==> config.mk <==
export PLATFORM = sky130hd
export DESIGN_NAME = lc4_processor
export DESIGN_NICKNAME = d
export VERILOG_FILES = /design/src/common/lc4_pkg.sv /design/src/lc4_core/lc4_processor.sv /design/src/lc4_core/lc4_hazard_unit.sv /design/src/lc4_core/lc4_decoder.sv /design/src/rtl/lc4_regfile.sv /design/src/rtl/lc4_alu.sv
export VERILOG_INCLUDE_DIRS = /design/src /design/src/common
export SDC_FILE = /design/constraint.sdc
export NUM_CORES = 1
export LEC_CHECK = 0
export ABC_AREA = 1
export BUFFER_PORTS_ARGS = -buffer_cell sky130_fd_sc_hd__buf_2
export CAP_MARGIN = 20
export CORE_AREA = 4 4 194 196
export DETAILED_ROUTE_END_ITERATION = 12
export DIE_AREA = 0 0 198 200
export PLACE_DENSITY = 0.84
export SLEW_MARGIN = 20
export SYNTH_ARGS = -nofsm -noshare
export SYNTH_HDL_FRONTEND = slang
export SYNTH_SLANG_ARGS = --single-unit
export TNS_END_PERCENT = 30
==> constraint.sdc <==
create_clock -name gwe -period 3.55 [get_ports gwe]
set_clock_uncertainty 0.05 [all_clocks]
set_input_delay 0.71 -clock gwe [delete_from_list [all_inputs] [get_ports gwe]]
set_output_delay 0.71 -clock gwe [all_outputs]
set_load 0.01 [all_outputs]
==> src/common/lc4_config.svh <==
// Core-wide widths, reset vector and stall codes; include in any file that needs them
`ifndef LC4_CONFIG_SVH
`define LC4_CONFIG_SVH

// Data path and address width
`define LC4_XLEN 16

// Architectural register count
`define LC4_NREGS 8

// First fetch address out of reset
`define LC4_RESET_PC 16'h8200

// Stall codes carried with every instruction down the pipe
`define LC4_STALL_NONE  2'd0
// Reset fill bubbles
`define LC4_STALL_FLUSH 2'd2
// Bubble inserted behind a load whose result is needed next
`define LC4_STALL_LOAD  2'd3

`endif
==> src/common/lc4_pkg.sv <==
// Shared LC4 types for the core: opcodes, instruction formats, ALU ops and decoded control
`include "lc4_config.svh"

package lc4_pkg;

   typedef logic [`LC4_XLEN-1:0] word_t;
   typedef logic [$clog2(`LC4_NREGS)-1:0] reg_idx_t;

   // Only the opcodes this core executes, everything else decodes as NOP
   typedef enum logic [3:0] {
      OP_ARITH   = 4'b0001,
      OP_LOGIC   = 4'b0101,
      OP_LDR     = 4'b0110,
      OP_STR     = 4'b0111,
      OP_CONST   = 4'b1001,
      OP_HICONST = 4'b1101
   } opcode_e;

   // ALU_ADD must stay at zero, a cleared control word means add
   typedef enum logic [2:0] {
      ALU_ADD,
      ALU_SUB,
      ALU_AND,
      ALU_OR,
      ALU_XOR,
      ALU_PASS_IMM,
      ALU_HICONST
   } alu_op_e;

   // Operand bypass selects from the hazard unit
   localparam logic [1:0] BYP_RF = 2'd0;
   localparam logic [1:0] BYP_M  = 2'd1;
   localparam logic [1:0] BYP_W  = 2'd2;

   // Register-register form
   typedef struct packed {
      opcode_e    opcode;
      reg_idx_t   rd;
      reg_idx_t   rs;
      logic [2:0] sub_op;
      reg_idx_t   rt;
   } insn_rr_t;

   // Register-immediate form, imm_flag overlays sub_op[2]
   typedef struct packed {
      opcode_e    opcode;
      reg_idx_t   rd;
      reg_idx_t   rs;
      logic       imm_flag;
      logic [4:0] imm5;
   } insn_ri_t;

   // Load and store, rd holds rt for a store
   typedef struct packed {
      opcode_e    opcode;
      reg_idx_t   rd;
      reg_idx_t   rs;
      logic [5:0] imm6;
   } insn_mem_t;

   // Constants, HICONST takes imm9[7:0] with imm9[8] set
   typedef struct packed {
      opcode_e    opcode;
      reg_idx_t   rd;
      logic [8:0] imm9;
   } insn_cst_t;

   typedef union packed {
      insn_rr_t  rr;
      insn_ri_t  ri;
      insn_mem_t mem;
      insn_cst_t cst;
   } insn_u;

   // Decoded control, travels D to W
   typedef struct packed {
      reg_idx_t rs;
      logic     rs_re;
      reg_idx_t rt;
      logic     rt_re;
      reg_idx_t rd;
      logic     rf_we;
      logic     nzp_we;
      logic     is_load;
      logic     is_store;
      alu_op_e  alu_op;
      logic     use_imm;
      word_t    imm;
   } ctrl_t;

endpackage

==> src/lc4_core/lc4_processor.sv <==
// Five-stage LC4 subset core, top level; instantiated by the testbench with its memories
`timescale 1ns/1ns
`include "lc4_config.svh"

module lc4_processor (
   input  logic              gwe,
   input  logic              i_rst_n,
   output lc4_pkg::word_t    o_imem_addr,
   input  lc4_pkg::word_t    i_imem_data,
   output lc4_pkg::word_t    o_dmem_addr,
   output logic              o_dmem_we,
   output lc4_pkg::word_t    o_dmem_wdata,
   input  lc4_pkg::word_t    i_dmem_rdata,
   output logic [1:0]        o_wb_stall,
   output lc4_pkg::word_t    o_wb_pc,
   output lc4_pkg::word_t    o_wb_insn,
   output logic              o_wb_rf_we,
   output lc4_pkg::reg_idx_t o_wb_rf_wsel,
   output lc4_pkg::word_t    o_wb_rf_data,
   output logic              o_wb_nzp_we,
   output logic [2:0]        o_wb_nzp_bits,
   output logic              o_wb_dmem_we,
   output lc4_pkg::word_t    o_wb_dmem_addr,
   output lc4_pkg::word_t    o_wb_dmem_data
);
   import lc4_pkg::*;

   word_t      pc_q;
   logic       stall;
   logic [1:0] fd_stall;
   word_t      fd_pc;
   word_t      fd_insn;
   ctrl_t      dec_ctrl;
   ctrl_t      d_ctrl;
   word_t      rf_rs_data;
   word_t      rf_rt_data;
   logic [1:0] dx_stall;
   word_t      dx_pc;
   word_t      dx_insn;
   ctrl_t      dx_ctrl;
   word_t      dx_rs_data;
   word_t      dx_rt_data;
   logic [1:0] rs_sel;
   logic [1:0] rt_sel;
   word_t      x_rs;
   word_t      x_rt;
   word_t      alu_result;
   logic [1:0] xm_stall;
   word_t      xm_pc;
   word_t      xm_insn;
   ctrl_t      xm_ctrl;
   word_t      xm_alu;
   word_t      xm_rt_data;
   logic       xm_mem_op;
   logic [1:0] mw_stall;
   word_t      mw_pc;
   word_t      mw_insn;
   ctrl_t      mw_ctrl;
   word_t      mw_alu;
   word_t      mw_mem_addr;
   word_t      mw_mem_data;
   word_t      wb_data;
   logic [2:0] nzp_q;
   logic [2:0] nzp_new;
   logic       x_valid;
   logic       m_valid;
   logic       w_valid;

   // Fetch, PC and F/D both freeze on a load-use stall
   always_ff @(posedge gwe) begin
      if (!i_rst_n) begin
         pc_q     <= `LC4_RESET_PC;
         fd_stall <= `LC4_STALL_FLUSH;
      end else if (!stall) begin
         pc_q     <= pc_q + word_t'(1);
         fd_stall <= `LC4_STALL_NONE;
      end
   end

   always_ff @(posedge gwe) begin
      if (!stall) begin
         fd_pc   <= pc_q;
         fd_insn <= i_imem_data;
      end
   end

   assign o_imem_addr = pc_q;

   // Decode
   lc4_decoder lc4_decoder_i (
      .i_insn (fd_insn),
      .o_ctrl (dec_ctrl)
   );

   // A flush bubble in D must not write or trigger a stall
   assign d_ctrl = (fd_stall == `LC4_STALL_NONE) ? dec_ctrl : '0;

   lc4_regfile lc4_regfile_i (
      .gwe       (gwe),
      .i_rst_n   (i_rst_n),
      .i_rs      (d_ctrl.rs),
      .i_rt      (d_ctrl.rt),
      .i_rd      (mw_ctrl.rd),
      .i_wdata   (wb_data),
      .i_we      (mw_ctrl.rf_we),
      .o_rs_data (rf_rs_data),
      .o_rt_data (rf_rt_data)
   );

   assign x_valid = (dx_stall == `LC4_STALL_NONE);
   assign m_valid = (xm_stall == `LC4_STALL_NONE);
   assign w_valid = (mw_stall == `LC4_STALL_NONE);

   lc4_hazard_unit lc4_hazard_unit_i (
      .i_ctrl_d  (d_ctrl),
      .i_ctrl_x  (dx_ctrl),
      .i_ctrl_m  (xm_ctrl),
      .i_ctrl_w  (mw_ctrl),
      .i_valid_x (x_valid),
      .i_valid_m (m_valid),
      .i_valid_w (w_valid),
      .o_stall   (stall),
      .o_rs_sel  (rs_sel),
      .o_rt_sel  (rt_sel)
   );

   // D/X, a stall drops a code 3 bubble in behind the load
   always_ff @(posedge gwe) begin
      if (!i_rst_n) begin
         dx_stall <= `LC4_STALL_FLUSH;
         dx_ctrl  <= '0;
      end else if (stall) begin
         dx_stall <= `LC4_STALL_LOAD;
         dx_ctrl  <= '0;
      end else begin
         dx_stall <= fd_stall;
         dx_ctrl  <= d_ctrl;
      end
   end

   always_ff @(posedge gwe) begin
      dx_pc      <= fd_pc;
      dx_insn    <= stall ? '0 : fd_insn;
      dx_rs_data <= rf_rs_data;
      dx_rt_data <= rf_rt_data;
   end

   // Execute with MX and WX bypass
   assign x_rs = (rs_sel == BYP_M) ? xm_alu : (rs_sel == BYP_W) ? wb_data : dx_rs_data;
   assign x_rt = (rt_sel == BYP_M) ? xm_alu : (rt_sel == BYP_W) ? wb_data : dx_rt_data;

   lc4_alu lc4_alu_i (
      .i_op      (dx_ctrl.alu_op),
      .i_a       (x_rs),
      .i_b       (x_rt),
      .i_imm     (dx_ctrl.imm),
      .i_use_imm (dx_ctrl.use_imm),
      .o_result  (alu_result)
   );

   always_ff @(posedge gwe) begin
      if (!i_rst_n) begin
         xm_stall <= `LC4_STALL_FLUSH;
         xm_ctrl  <= '0;
      end else begin
         xm_stall <= dx_stall;
         xm_ctrl  <= dx_ctrl;
      end
   end

   always_ff @(posedge gwe) begin
      xm_pc      <= dx_pc;
      xm_insn    <= dx_insn;
      xm_alu     <= alu_result;
      xm_rt_data <= x_rt;
   end

   // Memory stage, bus idles at zero unless a load or store is here
   assign xm_mem_op    = xm_ctrl.is_load | xm_ctrl.is_store;
   assign o_dmem_addr  = xm_mem_op ? xm_alu : '0;
   assign o_dmem_we    = xm_ctrl.is_store;
   assign o_dmem_wdata = xm_ctrl.is_store ? xm_rt_data : '0;

   always_ff @(posedge gwe) begin
      if (!i_rst_n) begin
         mw_stall <= `LC4_STALL_FLUSH;
         mw_ctrl  <= '0;
      end else begin
         mw_stall <= xm_stall;
         mw_ctrl  <= xm_ctrl;
      end
   end

   // Memory data kept for the trace: load data or store data
   always_ff @(posedge gwe) begin
      mw_pc       <= xm_pc;
      mw_insn     <= xm_insn;
      mw_alu      <= xm_alu;
      mw_mem_addr <= o_dmem_addr;
      mw_mem_data <= xm_ctrl.is_load ? i_dmem_rdata : o_dmem_wdata;
   end

   // Writeback
   assign wb_data = mw_ctrl.is_load ? mw_mem_data : mw_alu;
   assign nzp_new = wb_data[`LC4_XLEN-1] ? 3'b100 : (wb_data == '0) ? 3'b010 : 3'b001;

   always_ff @(posedge gwe) begin
      if (!i_rst_n) begin
         nzp_q <= 3'b000;
      end else if (mw_ctrl.nzp_we) begin
         nzp_q <= nzp_new;
      end
   end

   // Trace shows the held flags when nothing writes them
   assign o_wb_stall     = mw_stall;
   assign o_wb_pc        = mw_pc;
   assign o_wb_insn      = mw_insn;
   assign o_wb_rf_we     = mw_ctrl.rf_we;
   assign o_wb_rf_wsel   = mw_ctrl.rd;
   assign o_wb_rf_data   = wb_data;
   assign o_wb_nzp_we    = mw_ctrl.nzp_we;
   assign o_wb_nzp_bits  = mw_ctrl.nzp_we ? nzp_new : nzp_q;
   assign o_wb_dmem_we   = mw_ctrl.is_store;
   assign o_wb_dmem_addr = mw_mem_addr;
   assign o_wb_dmem_data = mw_mem_data;

endmodule

==> src/lc4_core/lc4_hazard_unit.sv <==
// Load-use stall and MX/WX bypass select logic for the core pipeline
`timescale 1ns/1ns

module lc4_hazard_unit (
   input  lc4_pkg::ctrl_t i_ctrl_d,
   input  lc4_pkg::ctrl_t i_ctrl_x,
   input  lc4_pkg::ctrl_t i_ctrl_m,
   input  lc4_pkg::ctrl_t i_ctrl_w,
   input  logic           i_valid_x,
   input  logic           i_valid_m,
   input  logic           i_valid_w,
   output logic           o_stall,
   output logic [1:0]     o_rs_sel,
   output logic [1:0]     o_rt_sel
);
   import lc4_pkg::*;

   logic load_in_x;
   logic m_writes;
   logic w_writes;

   // Youngest producer wins so M beats W and W beats the register file
   function automatic logic [1:0] pick_src(input reg_idx_t src, input logic re);
      logic [1:0] sel;
      sel = BYP_RF;
      if (re && m_writes && (i_ctrl_m.rd == src)) begin
         sel = BYP_M;
      end else if (re && w_writes && (i_ctrl_w.rd == src)) begin
         sel = BYP_W;
      end
      return sel;
   endfunction

   assign load_in_x = i_valid_x & i_ctrl_x.is_load & i_ctrl_x.rf_we;
   assign m_writes  = i_valid_m & i_ctrl_m.rf_we;
   assign w_writes  = i_valid_w & i_ctrl_w.rf_we;

   // Load data is not ready until W, so D waits one cycle
   assign o_stall = load_in_x &
                    ((i_ctrl_d.rs_re & (i_ctrl_d.rs == i_ctrl_x.rd)) |
                     (i_ctrl_d.rt_re & (i_ctrl_d.rt == i_ctrl_x.rd)));

   // Operand selects for the instruction in X
   always_comb begin
      o_rs_sel = pick_src(i_ctrl_x.rs, i_ctrl_x.rs_re);
      o_rt_sel = pick_src(i_ctrl_x.rt, i_ctrl_x.rt_re);
   end

endmodule

==> src/lc4_core/lc4_decoder.sv <==
// Instruction decoder for the kept LC4 subset, used in the D stage of the core
`timescale 1ns/1ns
`include "lc4_config.svh"

module lc4_decoder (
   input  lc4_pkg::word_t i_insn,
   output lc4_pkg::ctrl_t o_ctrl
);
   import lc4_pkg::*;

   insn_u insn;
   ctrl_t ctrl;
   word_t imm5_sext;
   word_t imm6_sext;
   word_t imm9_sext;
   word_t imm8_zext;

   assign insn = i_insn;

   // Immediates per format
   assign imm5_sext = {{(`LC4_XLEN-5){insn.ri.imm5[4]}}, insn.ri.imm5};
   assign imm6_sext = {{(`LC4_XLEN-6){insn.mem.imm6[5]}}, insn.mem.imm6};
   assign imm9_sext = {{(`LC4_XLEN-9){insn.cst.imm9[8]}}, insn.cst.imm9};
   assign imm8_zext = {{(`LC4_XLEN-8){1'b0}}, insn.cst.imm9[7:0]};

   always_comb begin
      ctrl = '0;
      case (insn.rr.opcode)
         OP_ARITH, OP_LOGIC: begin
            ctrl.rd     = insn.rr.rd;
            ctrl.rs     = insn.rr.rs;
            ctrl.rs_re  = 1'b1;
            ctrl.rf_we  = 1'b1;
            ctrl.nzp_we = 1'b1;
            if (insn.ri.imm_flag) begin
               // ADD imm5 or AND imm5
               ctrl.use_imm = 1'b1;
               ctrl.imm     = imm5_sext;
               ctrl.alu_op  = (insn.rr.opcode == OP_ARITH) ? ALU_ADD : ALU_AND;
            end else begin
               ctrl.rt    = insn.rr.rt;
               ctrl.rt_re = 1'b1;
               case ({insn.rr.opcode == OP_LOGIC, insn.rr.sub_op})
                  4'b0_000: ctrl.alu_op = ALU_ADD;
                  4'b0_010: ctrl.alu_op = ALU_SUB;
                  4'b1_000: ctrl.alu_op = ALU_AND;
                  4'b1_010: ctrl.alu_op = ALU_OR;
                  4'b1_011: ctrl.alu_op = ALU_XOR;
                  // MUL, DIV, NOT are not implemented
                  default:  ctrl = '0;
               endcase
            end
         end
         OP_LDR: begin
            ctrl.rd      = insn.mem.rd;
            ctrl.rs      = insn.mem.rs;
            ctrl.rs_re   = 1'b1;
            ctrl.rf_we   = 1'b1;
            ctrl.nzp_we  = 1'b1;
            ctrl.is_load = 1'b1;
            ctrl.use_imm = 1'b1;
            ctrl.imm     = imm6_sext;
            ctrl.alu_op  = ALU_ADD;
         end
         OP_STR: begin
            // Store data register sits in the rd slot
            ctrl.rt       = insn.mem.rd;
            ctrl.rt_re    = 1'b1;
            ctrl.rs       = insn.mem.rs;
            ctrl.rs_re    = 1'b1;
            ctrl.is_store = 1'b1;
            ctrl.use_imm  = 1'b1;
            ctrl.imm      = imm6_sext;
            ctrl.alu_op   = ALU_ADD;
         end
         OP_CONST: begin
            ctrl.rd      = insn.cst.rd;
            ctrl.rf_we   = 1'b1;
            ctrl.nzp_we  = 1'b1;
            ctrl.use_imm = 1'b1;
            ctrl.imm     = imm9_sext;
            ctrl.alu_op  = ALU_PASS_IMM;
         end
         OP_HICONST: begin
            // Bit 8 clear is not a valid HICONST
            if (insn.cst.imm9[8]) begin
               ctrl.rd      = insn.cst.rd;
               ctrl.rs      = insn.cst.rd;
               ctrl.rs_re   = 1'b1;
               ctrl.rf_we   = 1'b1;
               ctrl.nzp_we  = 1'b1;
               ctrl.use_imm = 1'b1;
               ctrl.imm     = imm8_zext;
               ctrl.alu_op  = ALU_HICONST;
            end
         end
         default: ctrl = '0;
      endcase
   end

   assign o_ctrl = ctrl;

endmodule

==> src/rtl/lc4_regfile.sv <==
// Register file with two read ports, one write port and same-cycle write forwarding
`timescale 1ns/1ns
`include "lc4_config.svh"

module lc4_regfile (
   input  logic              gwe,
   input  logic              i_rst_n,
   input  lc4_pkg::reg_idx_t i_rs,
   input  lc4_pkg::reg_idx_t i_rt,
   input  lc4_pkg::reg_idx_t i_rd,
   input  lc4_pkg::word_t    i_wdata,
   input  logic              i_we,
   output lc4_pkg::word_t    o_rs_data,
   output lc4_pkg::word_t    o_rt_data
);
   import lc4_pkg::*;

   word_t regs [`LC4_NREGS];

   always_ff @(posedge gwe) begin
      if (!i_rst_n) begin
         for (int i = 0; i < `LC4_NREGS; i++) begin
            regs[i] <= '0;
         end
      end else if (i_we) begin
         regs[i_rd] <= i_wdata;
      end
   end

   // Writeback value is seen by decode in the same cycle
   assign o_rs_data = (i_we && (i_rd == i_rs)) ? i_wdata : regs[i_rs];
   assign o_rt_data = (i_we && (i_rd == i_rt)) ? i_wdata : regs[i_rt];

endmodule

==> src/rtl/lc4_alu.sv <==
// Execute-stage ALU: arithmetic, logic, memory address and constant results
`timescale 1ns/1ns
`include "lc4_config.svh"

module lc4_alu (
   input  lc4_pkg::alu_op_e i_op,
   input  lc4_pkg::word_t   i_a,
   input  lc4_pkg::word_t   i_b,
   input  lc4_pkg::word_t   i_imm,
   input  logic             i_use_imm,
   output lc4_pkg::word_t   o_result
);
   import lc4_pkg::*;

   localparam int HALF = `LC4_XLEN / 2;

   word_t opnd_b;

   // Immediate forms replace rt
   assign opnd_b = i_use_imm ? i_imm : i_b;

   always_comb begin
      case (i_op)
         // Also LDR and STR address, rs plus imm6
         ALU_ADD:      o_result = i_a + opnd_b;
         ALU_SUB:      o_result = i_a - opnd_b;
         ALU_AND:      o_result = i_a & opnd_b;
         ALU_OR:       o_result = i_a | opnd_b;
         ALU_XOR:      o_result = i_a ^ opnd_b;
         ALU_PASS_IMM: o_result = i_imm;
         // New upper byte, rd keeps its low byte
         ALU_HICONST:  o_result = {i_imm[HALF-1:0], i_a[HALF-1:0]};
         default:      o_result = '0;
      endcase
   end

endmodule

==> flow_summary.toml, run 1 <==
[place]
dp_hpwl_um = 39600
portBuffers = 173
dpl_cell_area_um2 = 21200
placed_cells = 2906
place_ws_ns = -0.247
gp_congestion = 0.948

[floorplan]
fp.dieW_um = 198
die-area_um2 = 39600
rows = 70
dieHeight_um = 200
start_util_pct = 53.0
core_area_um2 = 36100
ios = 174

[finish]
reg_top3 = "lc4_regfile_i.regs: 128 flops, dx_ctrl: 27 flops"
finish.utilization_pct = 64.8
antenna_cells = 0
drive_above_1_share_pct = 22.3
area_growth_syn_to_layout_pct = 22.1
top_register = "lc4_regfile_i.regs"
largest_reg_flops = 128
nNetsFinal = 2585
instances_no_fill = 3003
final_cell_area_um2 = 23400

[clock_network]
cts-root-buf = "clkbuf_16"
clk_path_buf_depth = 3
clkTransAtPathRegs_ns = 0.07
cts_htree_levels = 2
numCtsBuffers = 44
insertion_delay_ns = 0.57
tritoncts = "built"
cts_sinks = 433

[synth]
yosys_warnings = 0
synth_top_family_by_area = "simple AND/OR/NAND/NOR gates"
synthDistinctLibCells = 59
synth-seq-cells = 433
yosys.area.top_type = "dfxtp_1"
synth_edf_count = 160
synth_mux_area_share_pct = 0.0523
synth_compound_area_share_pct = 13.6
synth-adder-area-share_pct = 3.31
ys_seq_area_share_pct = 53.7
synth_flop_cell = "dfxtp_1"
synth_xor_area_share_pct = 1.23
synthCells = 2236
synth_top_area_share_pct = 28.6
synthTopCellsByArea = "dfxtp_1 (29%), edfxtp_1 (25%), nand2_1 (6.2%)"
syn_nets = 2320
avgSynthCellArea_um2 = 8.56
async_flop_share_pct = 0
yosys.cell_count.top_type = "nand2_1"
synth.cell_area_um2 = 19100
synth_common_cells = "nand2_1 (316), inv_1 (284), dfxtp_1 (273)"
yosys.area_share.simple_pct = 19.3

[drt]
avgRoutedWirePerCell_um = 19.0
firstDrtPassIters = 6
viasPerCell = 5.64
wl_um = 57000
drt_iter0_drc = 2248
vias = 16900
drc = 0
ant_nets = 0

[run]
drv_cap = 0

[timing]
rsz0062_at_grt = "true"
max_slew_margin_pct = 34.6
holdWs_ns = 0.258
slew_viol_final = 0
final_hold_viol_count = 0
setup_tns_ns = -0.192
tightest_slew_ns = 0.975
fin_crit_ns = 3.61
max_freq_mhz = 277
setup_viol = 5
layout_setup_ws_ns = -0.0644
fin_crit_sh_pct = 102

[pwr]
intPower_mw = 9.20
p_sw_mw = 3.60
finalPower_mw = 12.8
combPwrFrac_pct = 18.1
p_leak_nw = 10.8
p_seq_share_pct = 43.9
pwr-share-clk_pct = 38.0
cellPowerDensity_nw_per_um2 = 548
ir_drop_mv = 0.506
swShare_pct = 28.1

[status]
violations = "setup timing"
status = "finished, violations left"

[setup_path]
r2r_start = "o_wb_rf_wsel[0]"
ff2ff_setup_slack_ns = -0.06
critical_path.startpoint = "o_wb_rf_wsel[0]"
start_kind = "register"
cp.required_ns = 3.93
crit_path_end_kind = "register"
critPathArrivalTime_ns = 4.00
path_class = "reg -> reg"
path_max_fanout = 3

[global_routing]
grt_overflow_total = 0
grt_usage_pct = 27.9
grt_max_degree = 131
grt_pass1_wl_um = 87600
antenna_found_initial = 0
grt_pass1_vias = 16400

[worst_hold_path]
hold_path.class = "in -> reg"
hold_start = "i_imem_data[0]"
==> logic make-up (layout without fill, tap and decap cells) <==
| kind of cell | count (synthesis) | in the layout |
|---|---|---|
| xor+xnor | 26 | 26 |
| simple gates | 847 | 847 |
| mux | 1 | 1 |
| flops | 433 | 433 |
| buf+inv | 414 | 713 |
| compound gates | 465 | 465 |
| fa+ha+maj | 50 | 50 |
==> area by class of cell <==
type	count	area (µm²)
fillers	2812	12700
flip-flops and latches	433	10300
multi-input cells	1389	7630
repair buffers	339	2210
clock buffers	61	1320
inverters	294	1110
well taps	468	586
clock inverters	19	221
==> layout by cell type, fill, tap and decap left out, types with 22 or more instances in the layout <==
master and n:
nand2_1 286, inv_1 280, dfxtp_1 264, nor2_1 250, o21ai_0 179, buf_2 173, edfxtp_1 160, nand3_1 159
a21oi_1 153, buf_4 152, clkbuf_16 48, ha_1 46, nand2_2 42, o211ai_1 28, nand4_1 26, o22ai_1 24
o21ai_1 22
==> path summary, 6_finish.rpt <==
path                                    end  depth (start not counted)
worst max-delay path              xm_alu[9]                         26
worst min-delay path             fd_insn[0]                          1
worst max register to register    xm_alu[9]                         26
worst min register to register  o_wb_pc[15]                          0
==> power groups by stage <==
stage	logic (mW)	clock network (mW)	registers, mW
floorplan	1.10	0	5.65
global placement	1.97	0	5.71
detailed placement	2.01	0	5.71
CTS	2.09	4.91	5.61
global route	2.47	5.11	5.64
finish	2.31	4.86	5.62
==> worst max-delay path: stages, from the launching register on <==
cell and delay (ns):
dfxtp_2 0.36, inv_2 0.05, nand2_2 0.05, nand2_2 0.06, nor2_4 0.15, buf_6 0.12, buf_6 0.09, nand4_1 0.10
nand3_2 0.12, nand3_2 0.07, nand2_2 0.11, ha_4 0.15, nand2_4 0.06, nor2_4 0.15, buf_6 0.13, a31oi_4 0.07
xor2_1 0.17, ha_1 0.36, nand2_2 0.11, o21ai_4 0.19, a21oi_2 0.06, or2_4 0.24, nand2_2 0.06, a21oi_2 0.05
or2_4 0.22, nand3_2 0.06, nand2_2 0.05
==> timing repair <==
| action | CTS | global route |
|---|---|---|
| hold buffers | 0 | 0 |
| gates cloned | 0 | 0 |
| pin swaps | 27 | 63 |
| hold endpoints to repair | 0 | 0 |
| setup endpoints to repair | 9 | 16 |
| resized for setup | 34 | 88 |
| setup buffers | 7 | 11 |
==> metal layers <==
layer	GRT usage, %	wire length [µm]
met1	35.6	22300
met4	11.2	2280
met5	0	0
met2	47.9	27400
met3	4.63	5000
(Power assumes the default switching activity.)
==> inputs of run 2 (changes only) <==
- CORE_AREA: 4 4 194 196 -> 4 4 212 214
- DIE_AREA: 0 0 198 200 -> 0 0 216 218
- PLACE_DENSITY: 0.84 -> 0.71
- clock period: 3.55 -> 4.7 ns (I/O delays scaled with it)
==> flow_summary.toml, run 2 (synthesis results as in run 1) <==
[drt]
wl_um = 54400
avgRoutedWirePerCell_um = 18.2
drc = 0
vias = 15900
viasPerCell = 5.33
drt_iter0_drc = 1734
ant_nets = 0
firstDrtPassIters = 8

[global_routing]
grt_pass1_wl_um = 83500
grt_usage_pct = 22.3
grt_max_degree = 130
grt_overflow_total = 0
grt_pass1_vias = 15400
antenna_found_initial = 0

[status]
status = "finished clean"

[setup_path]
slowest_stage = "xnor2_4"
max_stage_delay_ns = 0.47
cp.depth = 22
path_class = "reg -> reg"
path_cells = "xnor2_4 > nand3_4 > o211ai_2 > nand3_1 > nand2_2 > inv_1 > ha_1 > or2_2 > xnor2_1 > ha_1 > nand3_1 > nand3_1 > nand2_1 > nand2_1 > a21oi_1 > nor2_1 > o21ai_0 > nand2_1 > a31oi_1 > nand2_1 > nand3_1 > nand4_1"
path_max_fanout = 18
crit_path_end_kind = "register"
r2r_cells = 22
ff2ff_setup_slack_ns = 0.48
path_delay_family = "simple AND/OR/NAND/NOR gates"
cp.required_ns = 5.09
start_kind = "register"
critPathArrivalTime_ns = 4.61
path_buf_inv = 1

[worst_hold_path]
hold_path.class = "reg -> reg"
worstHoldPathCells = 0

[finish]
multiInputGateArea_um2 = 7200
drive_above_1_share_pct = 14.7
largest_reg_flops = 128
regArea_um2 = 10300
finish.utilization_pct = 51.2
reg_top3 = "lc4_regfile_i.regs: 128 flops, dx_ctrl: 27 flops"
nNetsFinal = 2451
instances_no_fill = 2985
top_register = "lc4_regfile_i.regs"
layout.cells.most_common = "nand2_1"
n_fill_cell = 3878
antenna_cells = 0
most-common-layout-cells = "nand2_1 (315), inv_1 (284), dfxtp_1 (273)"
area_growth_syn_to_layout_pct = 14.7

[timing]
max_freq_mhz = 237
fin_crit_sh_pct = 89.8
layout_setup_ws_ns = 0.477
rsz0062_at_grt = "false"
setup_tns_ns = 0
holdWs_ns = 0.274
setup_viol = 0
fin_crit_ns = 4.22
final_hold_viol_count = 0
tightest_slew_ns = 0.949
max_slew_margin_pct = 36.6
slew_viol_final = 0

[place]
gp_congestion = 0.943
portBuffers = 173
dp_hpwl_um = 37900
placed_cells = 2905
place_ws_ns = 0.306

[pwr]
p_leak_nw = 10.0
ir_drop_mv = 0.237
cellPowerDensity_nw_per_um2 = 421

[floorplan]
rows = 76
core_area_um2 = 42900
start_util_pct = 44.6
ios = 174
die-area_um2 = 47100
dieHeight_um = 218
fp.dieW_um = 216

[run]
drv_cap = 0

[clock_network]
cts_sinks = 433
numCtsBuffers = 43
hold_buffers = 0
cts-root-buf = "clkbuf_16"
tritoncts = "built"
cts_htree_levels = 2
insertion_delay_ns = 0.57
clk_path_buf_depth = 3
clkTransAtPathRegs_ns = 0.07
-- run 2: where the power goes --
group / total [mW] / switching (mW) / internal [mW]
clock: 3.67 / 1.52 / 2.15
sequential: 4.23 / 0.108 / 4.12
combinational: 1.36 / 0.970 / 0.386
total: 9.25 / 2.59 / 6.66
-- run 2: worst paths after layout --
kind                    from         end
min                 dx_pc[7]    xm_pc[7]
max          o_wb_rf_wsel[2]  xm_alu[10]
min reg2reg         dx_pc[7]    xm_pc[7]
max reg2reg  o_wb_rf_wsel[2]  xm_alu[10]
-- run 2: layout make-up --
type / count / share of cell area, %
timing repair buffer: 206 / 5.11
tap: 585 / 3.33
inverter: 294 / 5.06
clock inverter: 32 / 1.77
sequential: 433 / 46.8
multi-input combinational: 1389 / 32.8
clock buffer: 46 / 5.14
-- run 2: through the flow --
stage	total power [mW]	cell area (µm²)
after floorplan	5.09	19100
after global placement	5.61	20400
after detailed placement	5.62	20400
after CTS	9.28	21900
after global routing	9.60	22000
final	9.25	22000
-- run 2: routing by layer --
| layer | track usage, % | share of wire (%) | vias up |
|---|---|---|---|
| li1 | - | - | 7672 |
| met2 | 37.2 | 47 | 705 |
| met4 | 9.15 | 3.5 | 0 |
| met1 | 28.5 | 41 | 7432 |
| met5 | 0 | 0 | - |
| met3 | 4.43 | 8.4 | 112 |
-- run 2: timing repair --
action | 4_1_cts | 5_1_grt
resized for setup | 0 | 1
endpoints found under the hold margin | 0 | 0
setup endpoints to repair | 0 | 4
setup buffers | 0 | 2
-- run 2: worst reg2reg max path: cells and delay by family, from the launching register on --
| family | cells | cell delay (ns) |
|---|---|---|
| AND/OR/NAND/NOR | 13 | 1.60 |
| AO/OA/AOI/OAI | 4 | 0.79 |
| XOR/XNOR | 2 | 0.60 |
| adder cells (fa/ha/maj) | 2 | 0.54 |
| flip-flops | 1 | 0.43 |
| buffers and inverters | 1 | 0.08 |
==> inputs of run 3 (changes only) <==
- CORE_AREA: 4 4 212 214 -> 4 4 224 226
- DIE_AREA: 0 0 216 218 -> 0 0 228 230
- PLACE_DENSITY: 0.71 -> 0.65
==> flow_summary.toml, run 3 (synthesis results as in run 1) <==
[setup_path]
r2r_cells = 27
crit_path_end_kind = "register"
r2r_start = "o_wb_rf_wsel[1]"
r2r-end = "xm_alu[15]"
path_max_fanout = 18
start_kind = "register"
path_class = "reg -> reg"
path_common_cell = "nand2_1"
slowest_stage = "dfxtp_1"
ff2ff_setup_slack_ns = 0.48
critPathArrivalTime_ns = 4.64
max_stage_delay_ns = 0.50
cp.required_ns = 5.12

[drt]
wirelength_met1_um = 22800
firstDrtPassIters = 5
wl_met3_um = 4270
drc = 0
drt_iter0_drc = 1582
routed.top_layer = "met4"
avgRoutedWirePerCell_um = 18.4
viasPerCell = 5.24
ant_nets = 0
vias = 15900
wl_met2_um = 27100
wl_um = 56000

[floorplan]
fp.dieW_um = 228
dieHeight_um = 230
die-area_um2 = 52400
core_area_um2 = 48300
rows = 81
ios = 174
start_util_pct = 39.6

[finish]
reg_top3 = "lc4_regfile_i.regs: 128 flops, dx_ctrl: 27 flops"
layout.cells.most_common = "nand2_1"
instances_no_fill = 3036
final_cell_area_um2 = 22000
finish.utilization_pct = 45.5
area_growth_syn_to_layout_pct = 14.9
n_fill_cell = 4626
largest_reg_flops = 128
antenna_cells = 0
nNetsFinal = 2462
most-common-layout-cells = "nand2_1 (315), inv_1 (284), dfxtp_1 (273)"
top_register = "lc4_regfile_i.regs"
drive_above_1_share_pct = 14.7

[place]
dp_hpwl_um = 39000
portBuffers = 173
gp_congestion = 0.919
place_ws_ns = 0.581
placed_cells = 2953
dpl_cell_area_um2 = 20500

[clock_network]
insertion_delay_ns = 0.58
cts_setup_buffers = 0
clk_path_buf_depth = 3
cts_sinks = 433
tritoncts = "built"
hold_buffers = 0
cts-root-buf = "clkbuf_16"
cts_htree_levels = 2
numCtsBuffers = 45
clkTransAtPathRegs_ns = 0.06
ctsResizeCount = 0

[timing]
fin_crit_sh_pct = 89.8
slew_viol_final = 0
tightest_slew_ns = 0.956
max_slew_margin_pct = 36.1
final_hold_viol_count = 0
rsz0062_at_grt = "false"
setup_viol = 0
setup_tns_ns = 0
layout_setup_ws_ns = 0.478
holdWs_ns = 0.272
max_freq_mhz = 237
fin_crit_ns = 4.22

[global_routing]
grt_usage_pct = 20.6
grt_overflow_total = 0
grt_pass1_wl_um = 86100
antenna_found_initial = 0
grt_pass1_vias = 15400
grt_max_degree = 130

[status]
status = "finished clean"

[pwr]
ir_drop_mv = 0.227
p_leak_nw = 10.0
cellPowerDensity_nw_per_um2 = 414
finalPower_mw = 9.10

[worst_hold_path]
hold_path_end = "xm_insn[2]"
worstHoldPathCells = 0
hold_path.class = "reg -> reg"
hold_start = "dx_insn[2]"

[run]
drv_cap = 0
-- run 3: power breakdown --
group	internal, mW	switching, mW
registers	4.12	0.118
clock network	1.96	1.53
logic	0.388	0.982
total	6.47	2.63
-- run 3: per-layer routing --
layer  track usage, %  up-vias
met4             7.12        0
met1             25.9     7408
met2             35.9      712
met5                0        -
li1                 -     7685
met3             3.44      116
-- run 3: worst max path at each step --
stage	startpoint	end	slack (ns)	cells past startpoint
after global routing	o_wb_rf_wsel[1]	xm_alu[10]	0.17	25
after global placement	o_wb_rf_wsel[1]	xm_alu[12]	0.64	26
final	o_wb_rf_wsel[1]	xm_alu[15]	0.48	27
after detailed placement	o_wb_rf_wsel[1]	xm_alu[10]	0.58	25
after CTS	o_wb_rf_wsel[1]	xm_alu[10]	0.53	25
after floorplan	o_wb_rf_we	xm_alu[12]	0.94	25
-- run 3: critical path, delay by kind of cell, from the launching register on --
| kind | cells | cell delay [ns] |
|---|---|---|
| adder cells (fa/ha/maj) | 2 | 0.52 |
| XOR/XNOR | 1 | 0.15 |
| AND/OR/NAND/NOR | 18 | 2.06 |
| buffers and inverters | 3 | 0.29 |
| AO/OA/AOI/OAI | 3 | 0.52 |
| flip-flops | 1 | 0.50 |
-- run 3: area by class of cell --
| class | instances | area, µm² | area share [%] |
|---|---|---|---|
| clock inverters | 25 | 180 | 0.819 |
| flip-flops and latches | 433 | 10300 | 46.7 |
| clock buffers | 58 | 1280 | 5.82 |
| repair buffers | 215 | 1180 | 5.39 |
| well taps | 622 | 778 | 3.54 |
| inverters | 294 | 1110 | 5.05 |
| multi-input cells | 1389 | 7190 | 32.7 |
